--- config.mk ---
export PLATFORM = sky130hd
export DESIGN_NAME = sdram_scheduler
export DESIGN_NICKNAME = d
export VERILOG_FILES = /design/src/rtl/sdram_sched_pkg.sv /design/src/rtl/sdram_refresh_timer.sv /design/src/rtl/sdram_bank_track.sv /design/src/rtl/sdram_timing_track.sv /design/src/rtl/sdram_dq_schedule.sv /design/src/rtl/sdram_cmd_gen.sv /design/src/rtl/sdram_scheduler.sv
export SDC_FILE = /design/constraint.sdc
export NUM_CORES = 1
export LEC_CHECK = 0
export ABC_AREA = 1
export BUFFER_PORTS_ARGS = -buffer_cell sky130_fd_sc_hd__buf_2
export CAP_MARGIN = 20
export CORE_ASPECT_RATIO = 1.25
export CORE_UTILIZATION = 66
export DETAILED_ROUTE_END_ITERATION = 8
export PLACE_DENSITY = 0.86
export SYNTH_ARGS = -nofsm -noshare
export SYNTH_HDL_FRONTEND = slang
export SYNTH_SLANG_ARGS = --single-unit
--- constraint.sdc ---
create_clock -name clk -period 9.5 [get_ports clk]
set_input_delay 1.425 -clock clk [delete_from_list [all_inputs] [get_ports clk]]
set_output_delay 1.425 -clock clk [all_outputs]
set_load 0.01 [all_outputs]
--- src/rtl/sdram_sched_pkg.sv ---
// timing values are cycles minus one and every counter reload must fit in W_TIME bits
package sdram_sched_pkg;

	// --------------------
	// command encodings
	// --------------------
	// bit order is ras_n cas_n we_n
	typedef enum logic [2:0] {
		CMD_REFRESH   = 3'b001,
		CMD_PRECHARGE = 3'b010,
		CMD_ACTIVATE  = 3'b011,
		CMD_WRITE     = 3'b100,
		CMD_READ      = 3'b101
	} sdram_cmd_e;

	// address geometry
	localparam int W_ROW   = 13;
	localparam int W_BANK  = 2;
	localparam int W_COL   = 10;
	localparam int N_BANKS = 1 << W_BANK;

	// fixed burst shape
	localparam int BURST_LEN         = 8;
	localparam int CAS_LATENCY       = 2;
	// A10 selects all banks on precharge
	localparam int PRECHARGE_ALL_BIT = 10;

	// --------------------
	// timing rules
	// --------------------
	localparam int W_TIME = 4;
	// row cycle, same bank
	localparam logic [W_TIME-1:0] T_RC  = 4'd5;
	// activate to read or write
	localparam logic [W_TIME-1:0] T_RCD = 4'd1;
	// precharge to activate
	localparam logic [W_TIME-1:0] T_RP  = 4'd1;
	// activate to activate, any bank
	localparam logic [W_TIME-1:0] T_RRD = 4'd1;
	// activate to precharge
	localparam logic [W_TIME-1:0] T_RAS = 4'd4;
	// write recovery
	localparam logic [W_TIME-1:0] T_WR  = 4'd1;

	// burst end to precharge, counted from the column command
	localparam logic [W_TIME-1:0] T_WR_RECOVERY = W_TIME'(BURST_LEN + T_WR);
	localparam logic [W_TIME-1:0] T_RD_RECOVERY = W_TIME'(BURST_LEN + CAS_LATENCY);

	// refresh pacing, kept short for simulation
	localparam int                   W_REFRESH        = 12;
	localparam logic [W_REFRESH-1:0] REFRESH_INTERVAL = 12'd200;

	// --------------------
	// data bus schedule
	// --------------------
	// slot 0 is the previous cycle, slot 1 is now
	localparam int DQ_SCHED_LEN = BURST_LEN + CAS_LATENCY + 2;
	localparam logic [DQ_SCHED_LEN-1:0] DQ_WRITE_MASK =
		{{(DQ_SCHED_LEN - BURST_LEN){1'b0}}, {BURST_LEN{1'b1}}};
	localparam logic [DQ_SCHED_LEN-1:0] DQ_READ_MASK = DQ_WRITE_MASK << (CAS_LATENCY + 1);

endpackage

--- src/rtl/sdram_refresh_timer.sv ---
// refresh interval is fixed in the package and the request holds until a REFRESH issues
`timescale 1ns/1ps

module sdram_refresh_timer (
	input  logic                        clk,
	input  logic                        rst_n,
	input  logic                        refresh_en,
	input  logic                        cmd_vld,
	input  sdram_sched_pkg::sdram_cmd_e cmd,
	output logic                        refresh_req
);

	import sdram_sched_pkg::*;

	logic [W_REFRESH-1:0] refresh_ctr;
	logic                 refresh_issued;

	assign refresh_issued = cmd_vld && cmd == CMD_REFRESH;

	// counter keeps running while a request waits
	// subtracting the interval keeps the long-term rate exact
	always_ff @(posedge clk or negedge rst_n) begin
		if (!rst_n) begin
			refresh_ctr <= '0;
			refresh_req <= 1'b0;
		end else if (!refresh_en) begin
			// held idle until the memory has been initialised
			refresh_ctr <= '0;
			refresh_req <= 1'b0;
		end else begin
			refresh_ctr <= refresh_ctr + 1'b1 - (refresh_issued ? REFRESH_INTERVAL : '0);
			refresh_req <= (refresh_req && !refresh_issued) || refresh_ctr == REFRESH_INTERVAL;
		end
	end

	// disabling refresh must drop the request on the next edge
	assert property (@(posedge clk) disable iff (!rst_n)
		!$past(refresh_en) |-> !refresh_req);

endmodule

--- src/rtl/sdram_bank_track.sv ---
// tracks open rows from issued commands only and assumes the command stream is legal
`timescale 1ns/1ps

module sdram_bank_track (
	input  logic                                                       clk,
	input  logic                                                       rst_n,
	input  logic                                                       cmd_vld,
	input  sdram_sched_pkg::sdram_cmd_e                                cmd,
	input  logic [sdram_sched_pkg::W_BANK-1:0]                         cmd_bank,
	input  logic [sdram_sched_pkg::W_ROW-1:0]                          cmd_addr,
	output logic [sdram_sched_pkg::N_BANKS-1:0]                        bank_open,
	output logic [sdram_sched_pkg::N_BANKS*sdram_sched_pkg::W_ROW-1:0] bank_row
);

	import sdram_sched_pkg::*;

	logic pre_issued;
	logic act_issued;
	logic pre_all;

	assign pre_issued = cmd_vld && cmd == CMD_PRECHARGE;
	assign act_issued = cmd_vld && cmd == CMD_ACTIVATE;
	assign pre_all    = cmd_addr[PRECHARGE_ALL_BIT];

	// --------------------
	// open flags
	// --------------------
	always_ff @(posedge clk or negedge rst_n) begin
		if (!rst_n) begin
			bank_open <= '0;
		end else begin
			for (int b = 0; b < N_BANKS; b++) begin
				if (pre_issued && (pre_all || cmd_bank == W_BANK'(b))) begin
					bank_open[b] <= 1'b0;
				end else if (act_issued && cmd_bank == W_BANK'(b)) begin
					bank_open[b] <= 1'b1;
				end
			end
		end
	end

	// row only meaningful while the bank is open
	always_ff @(posedge clk) begin
		if (act_issued) begin
			bank_row[cmd_bank*W_ROW +: W_ROW] <= cmd_addr;
		end
	end

	// activate on an open bank would corrupt the row buffer
	assert property (@(posedge clk) disable iff (!rst_n)
		(cmd_vld && cmd == CMD_ACTIVATE) |-> !bank_open[cmd_bank]);

endmodule

--- src/rtl/sdram_timing_track.sv ---
// timing constants come from the package as cycles minus one and counters saturate at zero
`timescale 1ns/1ps

module sdram_timing_track (
	input  logic                                clk,
	input  logic                                rst_n,
	input  logic                                cmd_vld,
	input  sdram_sched_pkg::sdram_cmd_e         cmd,
	input  logic [sdram_sched_pkg::W_BANK-1:0]  cmd_bank,
	input  logic [sdram_sched_pkg::W_ROW-1:0]   cmd_addr,
	output logic [sdram_sched_pkg::N_BANKS-1:0] pre_ok,
	output logic [sdram_sched_pkg::N_BANKS-1:0] act_ok,
	output logic [sdram_sched_pkg::N_BANKS-1:0] cas_ok,
	output logic                                pre_all_ok,
	output logic                                refresh_ok
);

	import sdram_sched_pkg::*;

	// tRC, tRCD, tRP, tRAS and column recovery per bank
	logic [W_TIME-1:0] rc_ctr  [N_BANKS];
	logic [W_TIME-1:0] rcd_ctr [N_BANKS];
	logic [W_TIME-1:0] rp_ctr  [N_BANKS];
	logic [W_TIME-1:0] ras_ctr [N_BANKS];
	logic [W_TIME-1:0] rec_ctr [N_BANKS];
	// tRRD spans all banks
	logic [W_TIME-1:0] rrd_ctr;

	logic act_issued;
	logic pre_issued;
	logic ref_issued;
	logic wr_issued;
	logic rd_issued;

	assign act_issued = cmd_vld && cmd == CMD_ACTIVATE;
	assign pre_issued = cmd_vld && cmd == CMD_PRECHARGE;
	assign ref_issued = cmd_vld && cmd == CMD_REFRESH;
	assign wr_issued  = cmd_vld && cmd == CMD_WRITE;
	assign rd_issued  = cmd_vld && cmd == CMD_READ;

	// --------------------
	// counters
	// --------------------
	always_ff @(posedge clk or negedge rst_n) begin
		if (!rst_n) begin
			for (int b = 0; b < N_BANKS; b++) begin
				rc_ctr[b]  <= '0;
				rcd_ctr[b] <= '0;
				rp_ctr[b]  <= '0;
				ras_ctr[b] <= '0;
				rec_ctr[b] <= '0;
			end
			rrd_ctr <= '0;
		end else begin
			for (int b = 0; b < N_BANKS; b++) begin
				// default is a saturating count down
				rc_ctr[b]  <= rc_ctr[b]  - |rc_ctr[b];
				rcd_ctr[b] <= rcd_ctr[b] - |rcd_ctr[b];
				rp_ctr[b]  <= rp_ctr[b]  - |rp_ctr[b];
				ras_ctr[b] <= ras_ctr[b] - |ras_ctr[b];
				rec_ctr[b] <= rec_ctr[b] - |rec_ctr[b];
				// refresh occupies every bank like an activate
				if ((act_issued && cmd_bank == W_BANK'(b)) || ref_issued) begin
					rc_ctr[b]  <= T_RC;
					rcd_ctr[b] <= T_RCD;
					ras_ctr[b] <= T_RAS;
				end
				if (pre_issued && (cmd_addr[PRECHARGE_ALL_BIT] || cmd_bank == W_BANK'(b))) begin
					rp_ctr[b] <= T_RP;
				end
				// recovery also blocks precharge during a read burst
				if (wr_issued && cmd_bank == W_BANK'(b)) begin
					rec_ctr[b] <= T_WR_RECOVERY;
				end else if (rd_issued && cmd_bank == W_BANK'(b)) begin
					rec_ctr[b] <= T_RD_RECOVERY;
				end
			end
			rrd_ctr <= rrd_ctr - |rrd_ctr;
			if (act_issued) begin
				rrd_ctr <= T_RRD;
			end
		end
	end

	// --------------------
	// permissions
	// --------------------
	always_comb begin
		for (int b = 0; b < N_BANKS; b++) begin
			pre_ok[b] = ~|{ras_ctr[b], rec_ctr[b]};
			act_ok[b] = ~|{rc_ctr[b], rp_ctr[b], rrd_ctr};
			cas_ok[b] = ~|rcd_ctr[b];
		end
	end

	// all-bank forms for precharge-all and refresh
	assign pre_all_ok = &pre_ok;
	assign refresh_ok = &act_ok;

endmodule

--- src/rtl/sdram_dq_schedule.sv ---
// data strobes follow command issue directly and any I/O register delay is left to the PHY
`timescale 1ns/1ps

module sdram_dq_schedule (
	input  logic                        clk,
	input  logic                        rst_n,
	input  logic                        cmd_vld,
	input  sdram_sched_pkg::sdram_cmd_e cmd,
	output logic                        wr_ok,
	output logic                        rd_ok,
	output logic                        dq_write,
	output logic                        dq_read
);

	import sdram_sched_pkg::*;

	// per slot record is {busy, read}
	// slot 0 is last cycle, slot 1 is this cycle
	logic [DQ_SCHED_LEN-1:0] sched_busy;
	logic [DQ_SCHED_LEN-1:0] sched_read;

	logic wr_issued;
	logic rd_issued;

	assign wr_issued = cmd_vld && cmd == CMD_WRITE;
	assign rd_issued = cmd_vld && cmd == CMD_READ;

	// --------------------
	// schedule shift
	// --------------------
	always_ff @(posedge clk or negedge rst_n) begin
		if (!rst_n) begin
			sched_busy <= '0;
			sched_read <= '0;
		end else begin
			sched_busy <= (sched_busy >> 1)
				| (wr_issued ? DQ_WRITE_MASK : '0)
				| (rd_issued ? DQ_READ_MASK : '0);
			sched_read <= (sched_read >> 1) | (rd_issued ? DQ_READ_MASK : '0);
		end
	end

	// --------------------
	// contention checks
	// --------------------
	// write needs the next burst free and no read data on the bus last cycle
	assign wr_ok = ~|sched_busy[BURST_LEN:1] && !(sched_busy[0] && sched_read[0]);

	// read window must be free
	// no write just before the window for turnaround
	// a read during a write burst would cut the write short
	assign rd_ok = ~|(sched_busy & DQ_READ_MASK)
		&& !(sched_busy[CAS_LATENCY] && !sched_read[CAS_LATENCY])
		&& !(sched_busy[1] && !sched_read[1]);

	// first write beat goes out with the command itself
	assign dq_write = wr_issued || (sched_busy[1] && !sched_read[1]);
	assign dq_read  = sched_busy[1] && sched_read[1];

	// command gating must keep the bus one-directional
	assert property (@(posedge clk) disable iff (!rst_n) !(dq_write && dq_read));

endmodule

--- src/rtl/sdram_cmd_gen.sv ---
// one request in flight at a time and the request fields must hold until req_rdy
`timescale 1ns/1ps

module sdram_cmd_gen (
	input  logic                                                       req_vld,
	input  logic [sdram_sched_pkg::W_ROW-1:0]                          req_row,
	input  logic [sdram_sched_pkg::W_BANK-1:0]                         req_bank,
	input  logic [sdram_sched_pkg::W_COL-1:0]                          req_col,
	input  logic                                                       req_write,
	input  logic                                                       refresh_req,
	input  logic [sdram_sched_pkg::N_BANKS-1:0]                        bank_open,
	input  logic [sdram_sched_pkg::N_BANKS*sdram_sched_pkg::W_ROW-1:0] bank_row,
	input  logic [sdram_sched_pkg::N_BANKS-1:0]                        pre_ok,
	input  logic [sdram_sched_pkg::N_BANKS-1:0]                        act_ok,
	input  logic [sdram_sched_pkg::N_BANKS-1:0]                        cas_ok,
	input  logic                                                       pre_all_ok,
	input  logic                                                       refresh_ok,
	input  logic                                                       wr_ok,
	input  logic                                                       rd_ok,
	output logic                                                       req_rdy,
	output logic                                                       cmd_vld,
	output sdram_sched_pkg::sdram_cmd_e                                cmd,
	output logic [sdram_sched_pkg::W_ROW-1:0]                          cmd_addr,
	output logic [sdram_sched_pkg::W_BANK-1:0]                         cmd_bank
);

	import sdram_sched_pkg::*;

	logic [W_ROW-1:0] open_row;
	logic             is_burst;

	assign open_row = bank_row[req_bank*W_ROW +: W_ROW];

	// --------------------
	// command choice
	// --------------------
	// refresh wins over the request
	always_comb begin
		if (refresh_req && |bank_open) begin
			cmd = CMD_PRECHARGE;
		end else if (refresh_req) begin
			cmd = CMD_REFRESH;
		end else if (!bank_open[req_bank]) begin
			cmd = CMD_ACTIVATE;
		end else if (open_row != req_row) begin
			// page miss
			cmd = CMD_PRECHARGE;
		end else if (req_write) begin
			cmd = CMD_WRITE;
		end else begin
			cmd = CMD_READ;
		end
	end

	// --------------------
	// address and permission
	// --------------------
	always_comb begin
		cmd_vld  = 1'b0;
		cmd_addr = '0;
		case (cmd)
			CMD_PRECHARGE: begin
				if (refresh_req) begin
					cmd_vld                     = pre_all_ok;
					cmd_addr[PRECHARGE_ALL_BIT] = 1'b1;
				end else begin
					cmd_vld = req_vld && pre_ok[req_bank];
				end
			end
			CMD_REFRESH:  cmd_vld = refresh_ok;
			CMD_ACTIVATE: begin
				cmd_vld  = req_vld && act_ok[req_bank];
				cmd_addr = req_row;
			end
			CMD_WRITE, CMD_READ: begin
				// tRCD plus data bus turnaround
				cmd_vld  = req_vld && cas_ok[req_bank] && (req_write ? wr_ok : rd_ok);
				cmd_addr = W_ROW'(req_col);
			end
			default: cmd_vld = 1'b0;
		endcase
	end

	// bank is ignored by refresh and precharge-all
	assign cmd_bank = req_bank;
	assign is_burst = cmd == CMD_WRITE || cmd == CMD_READ;
	// request completes with its column command
	assign req_rdy  = cmd_vld && is_burst;

endmodule

--- src/rtl/sdram_scheduler.sv ---
// single requester with fixed timing and strobes aligned to the command edge
`timescale 1ns/1ps

module sdram_scheduler (
	input  logic                                clk,
	input  logic                                rst_n,
	input  logic                                refresh_en,
	input  logic                                req_vld,
	output logic                                req_rdy,
	input  logic [sdram_sched_pkg::W_ROW-1:0]   req_row,
	input  logic [sdram_sched_pkg::W_BANK-1:0]  req_bank,
	input  logic [sdram_sched_pkg::W_COL-1:0]   req_col,
	input  logic                                req_write,
	output logic                                cmd_vld,
	output logic                                cmd_ras_n,
	output logic                                cmd_cas_n,
	output logic                                cmd_we_n,
	output logic [sdram_sched_pkg::W_ROW-1:0]   cmd_addr,
	output logic [sdram_sched_pkg::W_BANK-1:0]  cmd_bank,
	output logic                                dq_write,
	output logic                                dq_read
);

	import sdram_sched_pkg::*;

	sdram_cmd_e                 cmd;
	logic                       refresh_req;
	logic [N_BANKS-1:0]         bank_open;
	logic [N_BANKS*W_ROW-1:0]   bank_row;
	logic [N_BANKS-1:0]         pre_ok;
	logic [N_BANKS-1:0]         act_ok;
	logic [N_BANKS-1:0]         cas_ok;
	logic                       pre_all_ok;
	logic                       refresh_ok;
	logic                       wr_ok;
	logic                       rd_ok;

	// enum bits map straight onto the pins
	assign {cmd_ras_n, cmd_cas_n, cmd_we_n} = cmd;

	// --------------------
	// state trackers
	// --------------------
	sdram_refresh_timer refresh_i (
		.clk(clk), .rst_n(rst_n), .refresh_en(refresh_en),
		.cmd_vld(cmd_vld), .cmd(cmd), .refresh_req(refresh_req)
	);

	sdram_bank_track bank_i (
		.clk(clk), .rst_n(rst_n), .cmd_vld(cmd_vld), .cmd(cmd),
		.cmd_bank(cmd_bank), .cmd_addr(cmd_addr),
		.bank_open(bank_open), .bank_row(bank_row)
	);

	sdram_timing_track timing_i (
		.clk(clk), .rst_n(rst_n), .cmd_vld(cmd_vld), .cmd(cmd),
		.cmd_bank(cmd_bank), .cmd_addr(cmd_addr),
		.pre_ok(pre_ok), .act_ok(act_ok), .cas_ok(cas_ok),
		.pre_all_ok(pre_all_ok), .refresh_ok(refresh_ok)
	);

	sdram_dq_schedule dq_i (
		.clk(clk), .rst_n(rst_n), .cmd_vld(cmd_vld), .cmd(cmd),
		.wr_ok(wr_ok), .rd_ok(rd_ok), .dq_write(dq_write), .dq_read(dq_read)
	);

	// --------------------
	// command selection
	// --------------------
	sdram_cmd_gen cmd_gen_i (
		.req_vld(req_vld), .req_row(req_row), .req_bank(req_bank),
		.req_col(req_col), .req_write(req_write),
		.refresh_req(refresh_req), .bank_open(bank_open), .bank_row(bank_row),
		.pre_ok(pre_ok), .act_ok(act_ok), .cas_ok(cas_ok),
		.pre_all_ok(pre_all_ok), .refresh_ok(refresh_ok),
		.wr_ok(wr_ok), .rd_ok(rd_ok),
		.req_rdy(req_rdy), .cmd_vld(cmd_vld), .cmd(cmd),
		.cmd_addr(cmd_addr), .cmd_bank(cmd_bank)
	);

endmodule

After elaboration in Yosys (flattened, before gate mapping)
Index checks and enable logic that the tools add are counted.

word-level totals
  bits in writable memories = 0
  word-level logic and storage cells = 237
  memories = 0
  bits in latches = 0
  bits in read-only memories = 0
  flip-flop bits (word level) = 177
  input bits = 30

cells by class
  $add $sub $neg = 24
  shift-type cells = 3
  divide/modulo/power cells = 0
  magnitude comparators = 1
  reductions and logical operators = 106
  bitwise gates (word level) = 3
  eq/ne operators = 10
  multiply operators = 1
  mux-type cells = 59

operators by type and width
  kind                      number
  $mux 4                    25
  $reduce_or 4->1           22
  $sub 4x1->4               21
  $bwmux 52                 1
  $shift 13x34->52 const A  1
  $shiftx 13x34->52         1
  $shiftx 52x7->13          1
  $reduce_or 12->1          4
  $reduce_or 8->1           6
  $logic_and 1x1->1         35
  $neg 6->34                1
  $or 11x12->12             2
  $logic_not 1->1           20
  $pmux 10 s2               1
  $mux 1                    17
  $mux 8                    2
  $ne 13x13->1              1
  $add 12x1->12 const B     1
  $eq 12x8->1 const B       1
  $mux 12                   1
  $mux 3                    4
  $or 12x12->12             1
  $sub 12x12->12            1
  $logic_or 1x1->1          11
  16 further kinds          26

Longest topological paths before layout
Gate-level depths: netlist of the first run.

  depth after elaboration = 15
  mapped depth = 22
  mapped depth without buffers = 22

Modules after synthesis
From an unflattened synthesis of the first run, not the netlist that was laid out.

unflattened totals
  cell total of the unflattened synthesis = 1161
  area total of the unflattened synthesis = 9658.0 sq um

by module, submodules not included
  module               instances  cells each  area an instance (sq um)  seq. area each (sq um)
  sdram_timing_track   1          484         4220.3                    2102.0
  sdram_bank_track     1          184         2287.2                    1661.6
  sdram_cmd_gen        1          279         1371.3                    0.0
  sdram_refresh_timer  1          142         1077.3                    325.3
  sdram_dq_schedule    1          72          701.9                     475.5

Worst setup path before layout of the first run
No wires, ideal clock.

  kind = input to output
  start = input req_bank[1] in the netlist's numbering
  end = output dq_write
  path slack = 5.050 ns
  required time = 8.075 ns
  arrival time = 3.025 ns
  buffers on the path = 3
  stages = 18
  cells stage by stage = buf_2 -> inv_2 -> buf_4 -> nand3_1 -> nand2_1 -> nand2_1 -> nand2_1 -> nor2_1 -> nand2_1 -> nor2_2 -> nand3_2 -> nand3_2 -> nor2_2 -> nand2_2 -> nand3_4 -> buf_6 -> nand3_4 -> o21ai_2

on the way
  word-level cells in the longest chain between the ends = 12

RTL lines
  element                        line                                          text
  start, declared                sdram_scheduler.sv:11                         input logic [sdram_sched_pkg::W_BANK-1:0] req_bank,
  $mul 2x4->6                    sdram_cmd_gen.sv:32                           assign open_row = bank_row[req_bank*W_ROW +: W_ROW];
  $shiftx 52x7->13               sdram_cmd_gen.sv:32
  $ne 13x13->1                   sdram_cmd_gen.sv:45                           end else if (open_row != req_row) begin
  $mux 3                         sdram_cmd_gen.sv:45
  $mux 3 (*)                     sdram_cmd_gen.sv:43                           end else if (!bank_open[req_bank]) begin
  $mux 3 (*)                     sdram_cmd_gen.sv:41                           end else if (refresh_req) begin
  $mux 3 (*)                     sdram_cmd_gen.sv:39                           if (refresh_req && |bank_open) begin
  net cmd_we_n                   sdram_scheduler.sv:17                         output logic cmd_we_n,
  $eq 3x3->1 (on tied branches)  sdram_cmd_gen.sv:61, sdram_dq_schedule.sv:25
  $reduce_or 2->1                sdram_cmd_gen.sv:61                           case (cmd)
  $pmux 1 s4                     sdram_cmd_gen.sv:61
  $logic_and 1x1->1 (*)          sdram_dq_schedule.sv:25                       assign wr_issued = cmd_vld && cmd == CMD_WRITE;
  $logic_or 1x1->1 (*)           sdram_dq_schedule.sv:57                       assign dq_write = wr_issued || (sched_busy[1] && !sched_read[1]);
  end, declared                  sdram_scheduler.sv:20                         output logic dq_write,

The timed path passes the listed nets; every way through them passes the cells marked *. The select of a mux whose other input is x is not followed.

Worst setup path after layout of the first run
  start = input req_bank[0] in the netlist's numbering
  end = output cmd_addr[9] in the netlist's numbering

on the way
  word-level cells in the longest chain between the ends = 10

RTL lines
  element           line                   text
  $mul 2x4->6       sdram_cmd_gen.sv:32
  $shiftx 52x7->13  sdram_cmd_gen.sv:32
  $ne 13x13->1      sdram_cmd_gen.sv:45
  $mux 3            sdram_cmd_gen.sv:45
  $mux 3 (*)        sdram_cmd_gen.sv:43
  $mux 3 (*)        sdram_cmd_gen.sv:41
  $mux 3 (*)        sdram_cmd_gen.sv:39
  $eq 3x3->1        sdram_cmd_gen.sv:61
  $reduce_or 2->1   sdram_cmd_gen.sv:61
  $pmux 10 s2 (*)   sdram_cmd_gen.sv:61
  end, declared     sdram_scheduler.sv:18  output logic [sdram_sched_pkg::W_ROW-1:0] cmd_addr,

Every way passes the cells marked *; elsewhere a longest branch is shown, timed or not. The select of a mux whose other input is x is not followed.

==> results of run 1 <==
[flip-flops by register name, summed over array words and instances, names as in the netlist]
name / flops
dq_i.sched_busy: 10
refresh_i.refresh_ctr: 12
timing_i.rec_ctr: 16
bank_i.bank_open: 4
refresh_i.refresh_req: 1
timing_i.rp_ctr: 16
timing_i.ras_ctr: 16
bank_i.bank_row: 52
dq_i.sched_read: 9
timing_i.rrd_ctr: 4
timing_i.rc_ctr: 16
timing_i.rcd_ctr: 16
[layout make-up]
cell class              count  area (um^2)  share of cell area [%]
flip-flops and latches    172         4560                    44.5
clock buffers              23          468                    4.57
well taps                 175          219                    2.14
multi-input cells         711         3900                    38.0
clock inverters             8          119                    1.16
repair buffers             57          303                    2.95
inverters                 180          678                    6.62
[synth_stat cells (all sizes together), types with 3 or more instances]
| library cell | number | area share [%] |
|---|---|---|
| nand2 | 271 | 11 |
| inv | 180 | 7.3 |
| nor2 | 144 | 5.9 |
| dfrtp | 120 | 32 |
| nand3 | 81 | 4.9 |
| ha | 67 | 9.0 |
| edfxtp | 52 | 17 |
| xor2 | 29 | 2.7 |
| o21ai | 26 | 1.6 |
| nor3 | 23 | 1.4 |
| buf | 19 | 1.7 |
| nand4 | 17 | 1.1 |
| xnor2 | 13 | 1.2 |
| a21oi | 12 | 0.76 |
| or2 | 11 | 0.74 |
| clkbuf | 8 | 0.32 |
| nor4 | 3 | 0.20 |
[power groups by stage]
stage | Combinational [mW] | Sequential, mW | Clock, mW
after floorplan | 0.823 | 1.10 | 0
after global placement | 0.963 | 1.11 | 0
after detailed placement | 1.04 | 1.13 | 0
after CTS | 1.08 | 1.12 | 0.712
after global routing | 1.24 | 1.14 | 0.741
final | 1.07 | 1.12 | 0.707
[per-stage QoR]
stage               power (mW)  instances  util [%]
floorplan                 1.92       1090         -
global placement          2.08       1295      69.9
detailed placement        2.16       1295      69.9
CTS                       2.91       1326      74.2
global route              3.13       1326      74.2
finish                    2.90       1326      74.2
[per-layer routing]
layer / GRT usage, % / vias to the layer above / share of wire, %
met4: 17.1 / 0 / 4.3
met1: 33.6 / 3436 / 37
li1: - / 3515 / -
met5: 0 / - / 0
met3: 5.41 / 76 / 6.0
met2: 55.0 / 293 / 53
[worst min path at each step]
stage	startpoint	endpoint	slack [ps]	depth (start not counted)
3_5_place_dp	dq_i.sched_read[3]$_DFF_PN0_	dq_i.sched_read[2]$_DFF_PN0_	360	0
5_1_grt	dq_i.sched_read[3]$_DFF_PN0_	dq_i.sched_read[2]$_DFF_PN0_	370	0
2_1_floorplan	dq_i.sched_read[3]$_DFF_PN0_	dq_i.sched_read[2]$_DFF_PN0_	330	0
4_1_cts	dq_i.sched_read[3]$_DFF_PN0_	dq_i.sched_read[2]$_DFF_PN0_	360	0
6_report	dq_i.sched_read[3]$_DFF_PN0_	dq_i.sched_read[2]$_DFF_PN0_	360	0
3_3_place_gp	dq_i.sched_read[3]$_DFF_PN0_	dq_i.sched_read[2]$_DFF_PN0_	330	0
[cell families after synthesis]
group	synth area share, %
adder cells (fa/ha/maj)	8.99
AND/OR/NAND/NOR	25.6
buffers and inverters	9.28
AO/OA/AOI/OAI	3.19
multiplexers	0.107
XOR/XNOR	3.94
flip-flops	48.9
==> results.md, run 1 <==
* Outcome: finished clean
* Worst path top cell family by delay: buffers and inverters
* Total die area at 14600 um^2
* Final Hold Viols at 0
* Gr usage total at 30.5%
* Initial antenna violation count at 0
* Commonest non-fill, non-tap cell in the layout: nand2_1
* Setup_tns at 0 ps
* Max-slew violation count at 0
* Placement Setup Slack at 3770 ps
* Tmin final at 5860 ps
* Hold Slack at 359 ps
* Pre-antenna DRT Iters at 5
* Hold-fix buffers, CTS at 0
* Sw power at 1.04 mW
* Post-synth EDFFs at 52
* Vias at 7320
* R2R Path End: refresh_i.refresh_ctr[11]$_DFF_PN0_
* Int Power at 1.86 mW
* Worst IR Drop VDD at 0.000142 V
* Gpl congestion at 0.894
* # DRC at 0
* Clock Skew at 9.14 ps
* Syn_nets at 1187
* Kind of critical path: in -> out
* CTS root buf: clkbuf_16
* PortBufs at 51
* Clock share of power at 24.4%
* Max H-tree Level at 4
* Cell Pwr Density at 283 nW/um^2
* Final setup viols at 0
* Leakage at 5.25 nW
* Synthesized area per cell at 8.56 um^2
* Num ports at 52
* CP Capture Point: cmd_addr[9]
* TritonCTS clock tree: yes
* Max-cap violations at 0
* Placed standard-cell area at 9660 um^2
* Synth cell types at 42
* CP bufs+invs at 4
* Max frequency at 171 MHz
* Core Area at 13800 um^2
* Type of the most critical hold path: reg -> reg
* CP most frequent cell: nand2_1
* Vias/cell at 5.52
* Worst r2r path cells at 21
* DR WL/cell at 15.5 um
* Initial core utilization at 67.5%
* Final Routed Wirelength at 20600 um
* Worst-Margin Slew at 995 ps
* Worst reg2reg setup slack at 5340 ps
* Deepest clock path buffer count at 2
* Main flop type after synthesis: dfrtp_1
* Die W at 108 um
* Register area share after synthesis at 48.9%
* Syn-to-layout area delta at 9.87%
* Arrival time worst endpoint at 4430 ps
* CP required at 8080 ps
* Most frequent cells in the layout: nand2_1 (263), inv_1 (175), nor2_1 (141)
* Nets at 1236
* Seq pwr share at 38.7%
* Crit end category: output port
* # clock sinks at 172
* Mapped Cells at 1090
* Switching part of the total at 35.9%
* Global-route wire length before repair at 33700 um
* Slew HR at 33.6%
* Critical path's slowest cell: buf_2
* CP Launch Type: input port
* Post-CTS setup buffer count at 0
* Diode count at 0
* YS warnings at 0
* Final worst slack at 3640 ps
* Fill count at 993
* DPL Wire Length at 13700 um
* CP max FO at 50
* RSZ-0062 raised after global routing: false
* # rows at 48
* CTS buffer count at 17
* Total gr overflow at 0
* Reg-to-Reg Start: timing_i.rp_ctr[10]$_DFF_PN0_
* Post-cts gate resize count at 0
* Later-pin clock latency in the skew report at 440 ps
* Gate power share at 36.9%
* Clock slew at reported path FFs at 60 ps
* Worst path max stage delay at 730 ps
* Crit path cell chain: buf_2 -> inv_4 -> nand2_1 -> nand3_1 -> nand3_1 -> nand2_1 -> nor2_1 -> nand2_1 -> nor2_2 -> nand3_2 -> inv_2 -> nand2_1 -> o21ai_0 -> buf_2
* Synthesized flop and latch total at 172
* Largest net degree at the start of global routing at 71
* Crit share post-route at 61.6%
* Post-DRT Antenna Nets at 0
* Ys async rst share at 69.8%
* Design area at 10200 um^2
* Mapped Area at 9330 um^2
* Share of post-route cells with drive strength above 1 at 10.9%
* Stages on the worst setup path at 14
* Vias in the first global route at 7342
* Crit path from: req_bank[0]
* Number of DRC markers in iteration 0 at 433
* Die Ht at 135 um
No activity file was read; power rests on OpenSTA's default activity.
==> run 2: changes to the inputs <==
--- a/config.mk
+++ b/config.mk
@@ -9,9 +9,9 @@
 export BUFFER_PORTS_ARGS = -buffer_cell sky130_fd_sc_hd__buf_2
 export CAP_MARGIN = 20
 export CORE_ASPECT_RATIO = 1.25
-export CORE_UTILIZATION = 66
+export CORE_UTILIZATION = 56
 export DETAILED_ROUTE_END_ITERATION = 8
-export PLACE_DENSITY = 0.86
+export PLACE_DENSITY = 0.78
 export SYNTH_ARGS = -nofsm -noshare
 export SYNTH_HDL_FRONTEND = slang
 export SYNTH_SLANG_ARGS = --single-unit
==> constraint.sdc (replaced) <==
create_clock -name clk -period 5.3 [get_ports clk]
set_input_delay 0.795 -clock clk [delete_from_list [all_inputs] [get_ports clk]]
set_output_delay 0.795 -clock clk [all_outputs]
set_load 0.01 [all_outputs]
==> run 2 against run 1 <==
Critical path depth increased by 1. Clock power increased by 77%. Clock skew increased by 3.9 ps. Via count decreased by 2.6%. Sequential cell count unchanged. Sequential share of layout area decreased by 0.28 points. Power increased by 76%. Non-clock buffer count increased by 1. Final area increased by 0.62%. Critical path type unchanged. Largest cell class unchanged.
==> results.md, run 2 (synthesized netlist as in run 1, its figures left out) <==
* Crit end category: output port (unchanged)
* Final worst slack at 1110 ps (was 3640 ps)
* Metal2 WL at 10200 um (was 10800 um)
* Vias/cell at 5.21 (was 5.52)
* Nets at 1237 (was 1236)
* Largest register FFs at 52 (unchanged)
* Critical path's slowest cell: buf_4 (was buf_2)
* Post-DRT Antenna Nets at 0 (unchanged)
* Final setup viols at 0 (unchanged)
* Post-cts gate resize count at 0 (unchanged)
* HP Start: dq_i.sched_read[3]$_DFF_PN0_ (unchanged)
* Deepest clock path buffer count at 2 (unchanged)
* Kind of critical path: in -> out (unchanged)
* Total die area at 17200 um^2 (was 14600 um^2)
* PortBufs at 51 (unchanged)
* Hold-fix buffers, CTS at 0 (unchanged)
* CP max FO at 28 (was 50)
* Arrival time worst endpoint at 3390 ps (was 4430 ps)
* Most frequent cells in the layout: nand2_1 (263), inv_1 (175), nor2_1 (141) (unchanged)
* Outcome: finished clean (unchanged)
* CP required at 4510 ps (was 8080 ps)
* CTS buffer count at 17 (unchanged)
* Final Hold Viols at 0 (unchanged)
* Gr usage total at 25.3% (was 30.5%)
* # clock sinks at 172 (unchanged)
* Share of post-route cells with drive strength above 1 at 10.9% (about the same)
* Vias in the first global route at 7181 (was 7342)
* Diode count at 0 (unchanged)
* CP bufs+invs at 4 (unchanged)
* Number of DRC markers in iteration 0 at 416 (was 433)
* Later-pin clock latency in the skew report at 430 ps (was 440 ps)
* Util after Layout at 63.4% (was 74.2%)
* Syn-to-layout area delta at 10.6% (was 9.87%)
* CP Launch Type: input port (unchanged)
* Crit share post-route at 79.0%
* Leakage at 5.26 nW (was 5.25 nW)
* Clock Skew at 13.1 ps (was 9.14 ps)
* Largest net degree at the start of global routing at 77 (was 71)
* TritonCTS clock tree: yes (unchanged)
* Final Routed Wirelength at 20100 um (was 20600 um)
* Max-slew violation count at 0 (unchanged)
* RSZ-0062 raised after global routing: false (unchanged)
* CTS root buf: clkbuf_16 (unchanged)
* Tmin final at 4190 ps
* Cell Pwr Density at 495 nW/um^2 (was 283 nW/um^2)
* Worst IR Drop VDD at 0.000220 V (was 0.000142 V)
* Max-cap violations at 0 (unchanged)
* DRT met1 WL at 7930 um (was 7640 um)
* CP most frequent cell: nand2_1 (unchanged)
* Max H-tree Level at 4 (unchanged)
* Top routing layer used: met4 (unchanged)
* Slew HR at 35.5% (was 33.6%)
* Max frequency at 239 MHz
* Initial core utilization at 57.3% (was 67.5%)
* Crit path cell chain: buf_2 -> buf_4 -> nand2_1 -> nand3_1 -> nand2_1 -> nand2_1 -> nand2_1 -> nor2_1 -> nand2_1 -> nor2_2 -> nand3_2 -> inv_2 -> nand2_1 -> o21ai_0 -> buf_2 (was buf_2 -> inv_4 -> nand2_1 -> nand3_1 -> nand3_1 -> nand2_1 -> nor2_1 -> nand2_1 -> nor2_2 -> nand3_2 -> inv_2 -> nand2_1 -> o21ai_0 -> buf_2)
* Vias at 7127 (was 7320)
* Die Ht at 146 um (was 135 um)
* Metal3 WL at 1170 um (was 1250 um)
* Pre-antenna DRT Iters at 5 (unchanged)
* Global-route wire length before repair at 33800 um (was 33700 um)
* Hold Path Depth at 0 (unchanged)
* Gpl congestion at 0.924 (was 0.894)
* Post-CTS setup buffer count at 0 (unchanged)
* Placement Setup Slack at 1210 ps (was 3770 ps)
* Setup_tns at 0 ps (unchanged)
* # rows at 52 (was 48)
* Worst-Margin Slew at 968 ps (was 995 ps)
* Total gr overflow at 0 (unchanged)
* Crit path from: req_bank[0] (unchanged)
* Type of the most critical hold path: reg -> reg (unchanged)
* Initial antenna violation count at 0 (unchanged)
* Reg-to-Reg Start: timing_i.rc_ctr[9]$_DFF_PN0_ (was timing_i.rp_ctr[10]$_DFF_PN0_)
* # DRC at 0 (unchanged)
* Clock slew at reported path FFs at 60 ps (about the same)
* Worst r2r path cells at 21 (unchanged)
* Worst path max stage delay at 400 ps (was 730 ps)
* Num ports at 52 (unchanged)
* DR WL/cell at 14.7 um (was 15.5 um)
* Die W at 117 um (was 108 um)
* Stages on the worst setup path at 15 (was 14)
* Worst path top cell family by delay: buffers and inverters (unchanged)
* Core Area at 16300 um^2 (was 13800 um^2)
* Biggest register: bank_i.bank_row (unchanged)
* DPL Wire Length at 14200 um (was 13700 um)
* Commonest non-fill, non-tap cell in the layout: nand2_1 (unchanged)
[run 2: changes by cell type in the layout (fill, tap and decap cells not counted)]
cell | before | now
bufinv_16 | 3 | 2
clkinv_4 | 0 | 1
inv_4 | 2 | 1
clkinvlp_4 | 1 | 0
buf_4 | 7 | 8
inv_6 | 0 | 1
clkbuf_8 | 2 | 5
clkinv_2 | 3 | 1
[run 2: stage by stage]
step | instances | total power, mW | instance area (um^2) | hold slack, ps
finish | 1368 | 5.10 | 10300 | 350
global placement | 1337 | 3.73 | 9720 | 335
global route | 1368 | 5.54 | 10300 | 359
detailed placement | 1337 | 3.86 | 9720 | 335
floorplan | 1090 | 3.44 | 9330 | 331
CTS | 1368 | 5.15 | 10300 | 347
[run 2: path summary, 6_finish.rpt]
check | to | slack [ps]
worst max-delay path | cmd_addr[9] | 1110
worst min-delay path | dq_i.sched_read[2]$_DFF_PN0_ | 350
worst max register to register | refresh_i.refresh_ctr[11]$_DFF_PN0_ | 1600
worst min register to register | dq_i.sched_read[2]$_DFF_PN0_ | 350
max in group asynchronous | dq_i.sched_busy[0]$_DFF_PN0_ | 3620
min in group asynchronous | timing_i.rcd_ctr[13]$_DFF_PN0_ | 520
[run 2: power by group]
part	internal [mW]	switching, mW	leakage (nW)
logic	0.777	1.07	3.02
clock network	0.757	0.498	0.291
registers	1.78	0.221	1.94
total	3.32	1.79	5.26
[run 2: metal layers]
layer | vias to the layer above | GRT usage [%]
met4 | 0 | 13.8
met5 | - | 0
met2 | 217 | 44.7
li1 | 3526 | -
met1 | 3317 | 28.8
met3 | 67 | 4.73
[run 2: layout make-up]
cell class	count	area, um^2
fillers	1365	5950
flip-flops and latches	172	4560
multi-input cells	711	3900
inverters	180	678
clock buffers	26	509
repair buffers	58	310
well taps	216	270
clock inverters	5	82.6
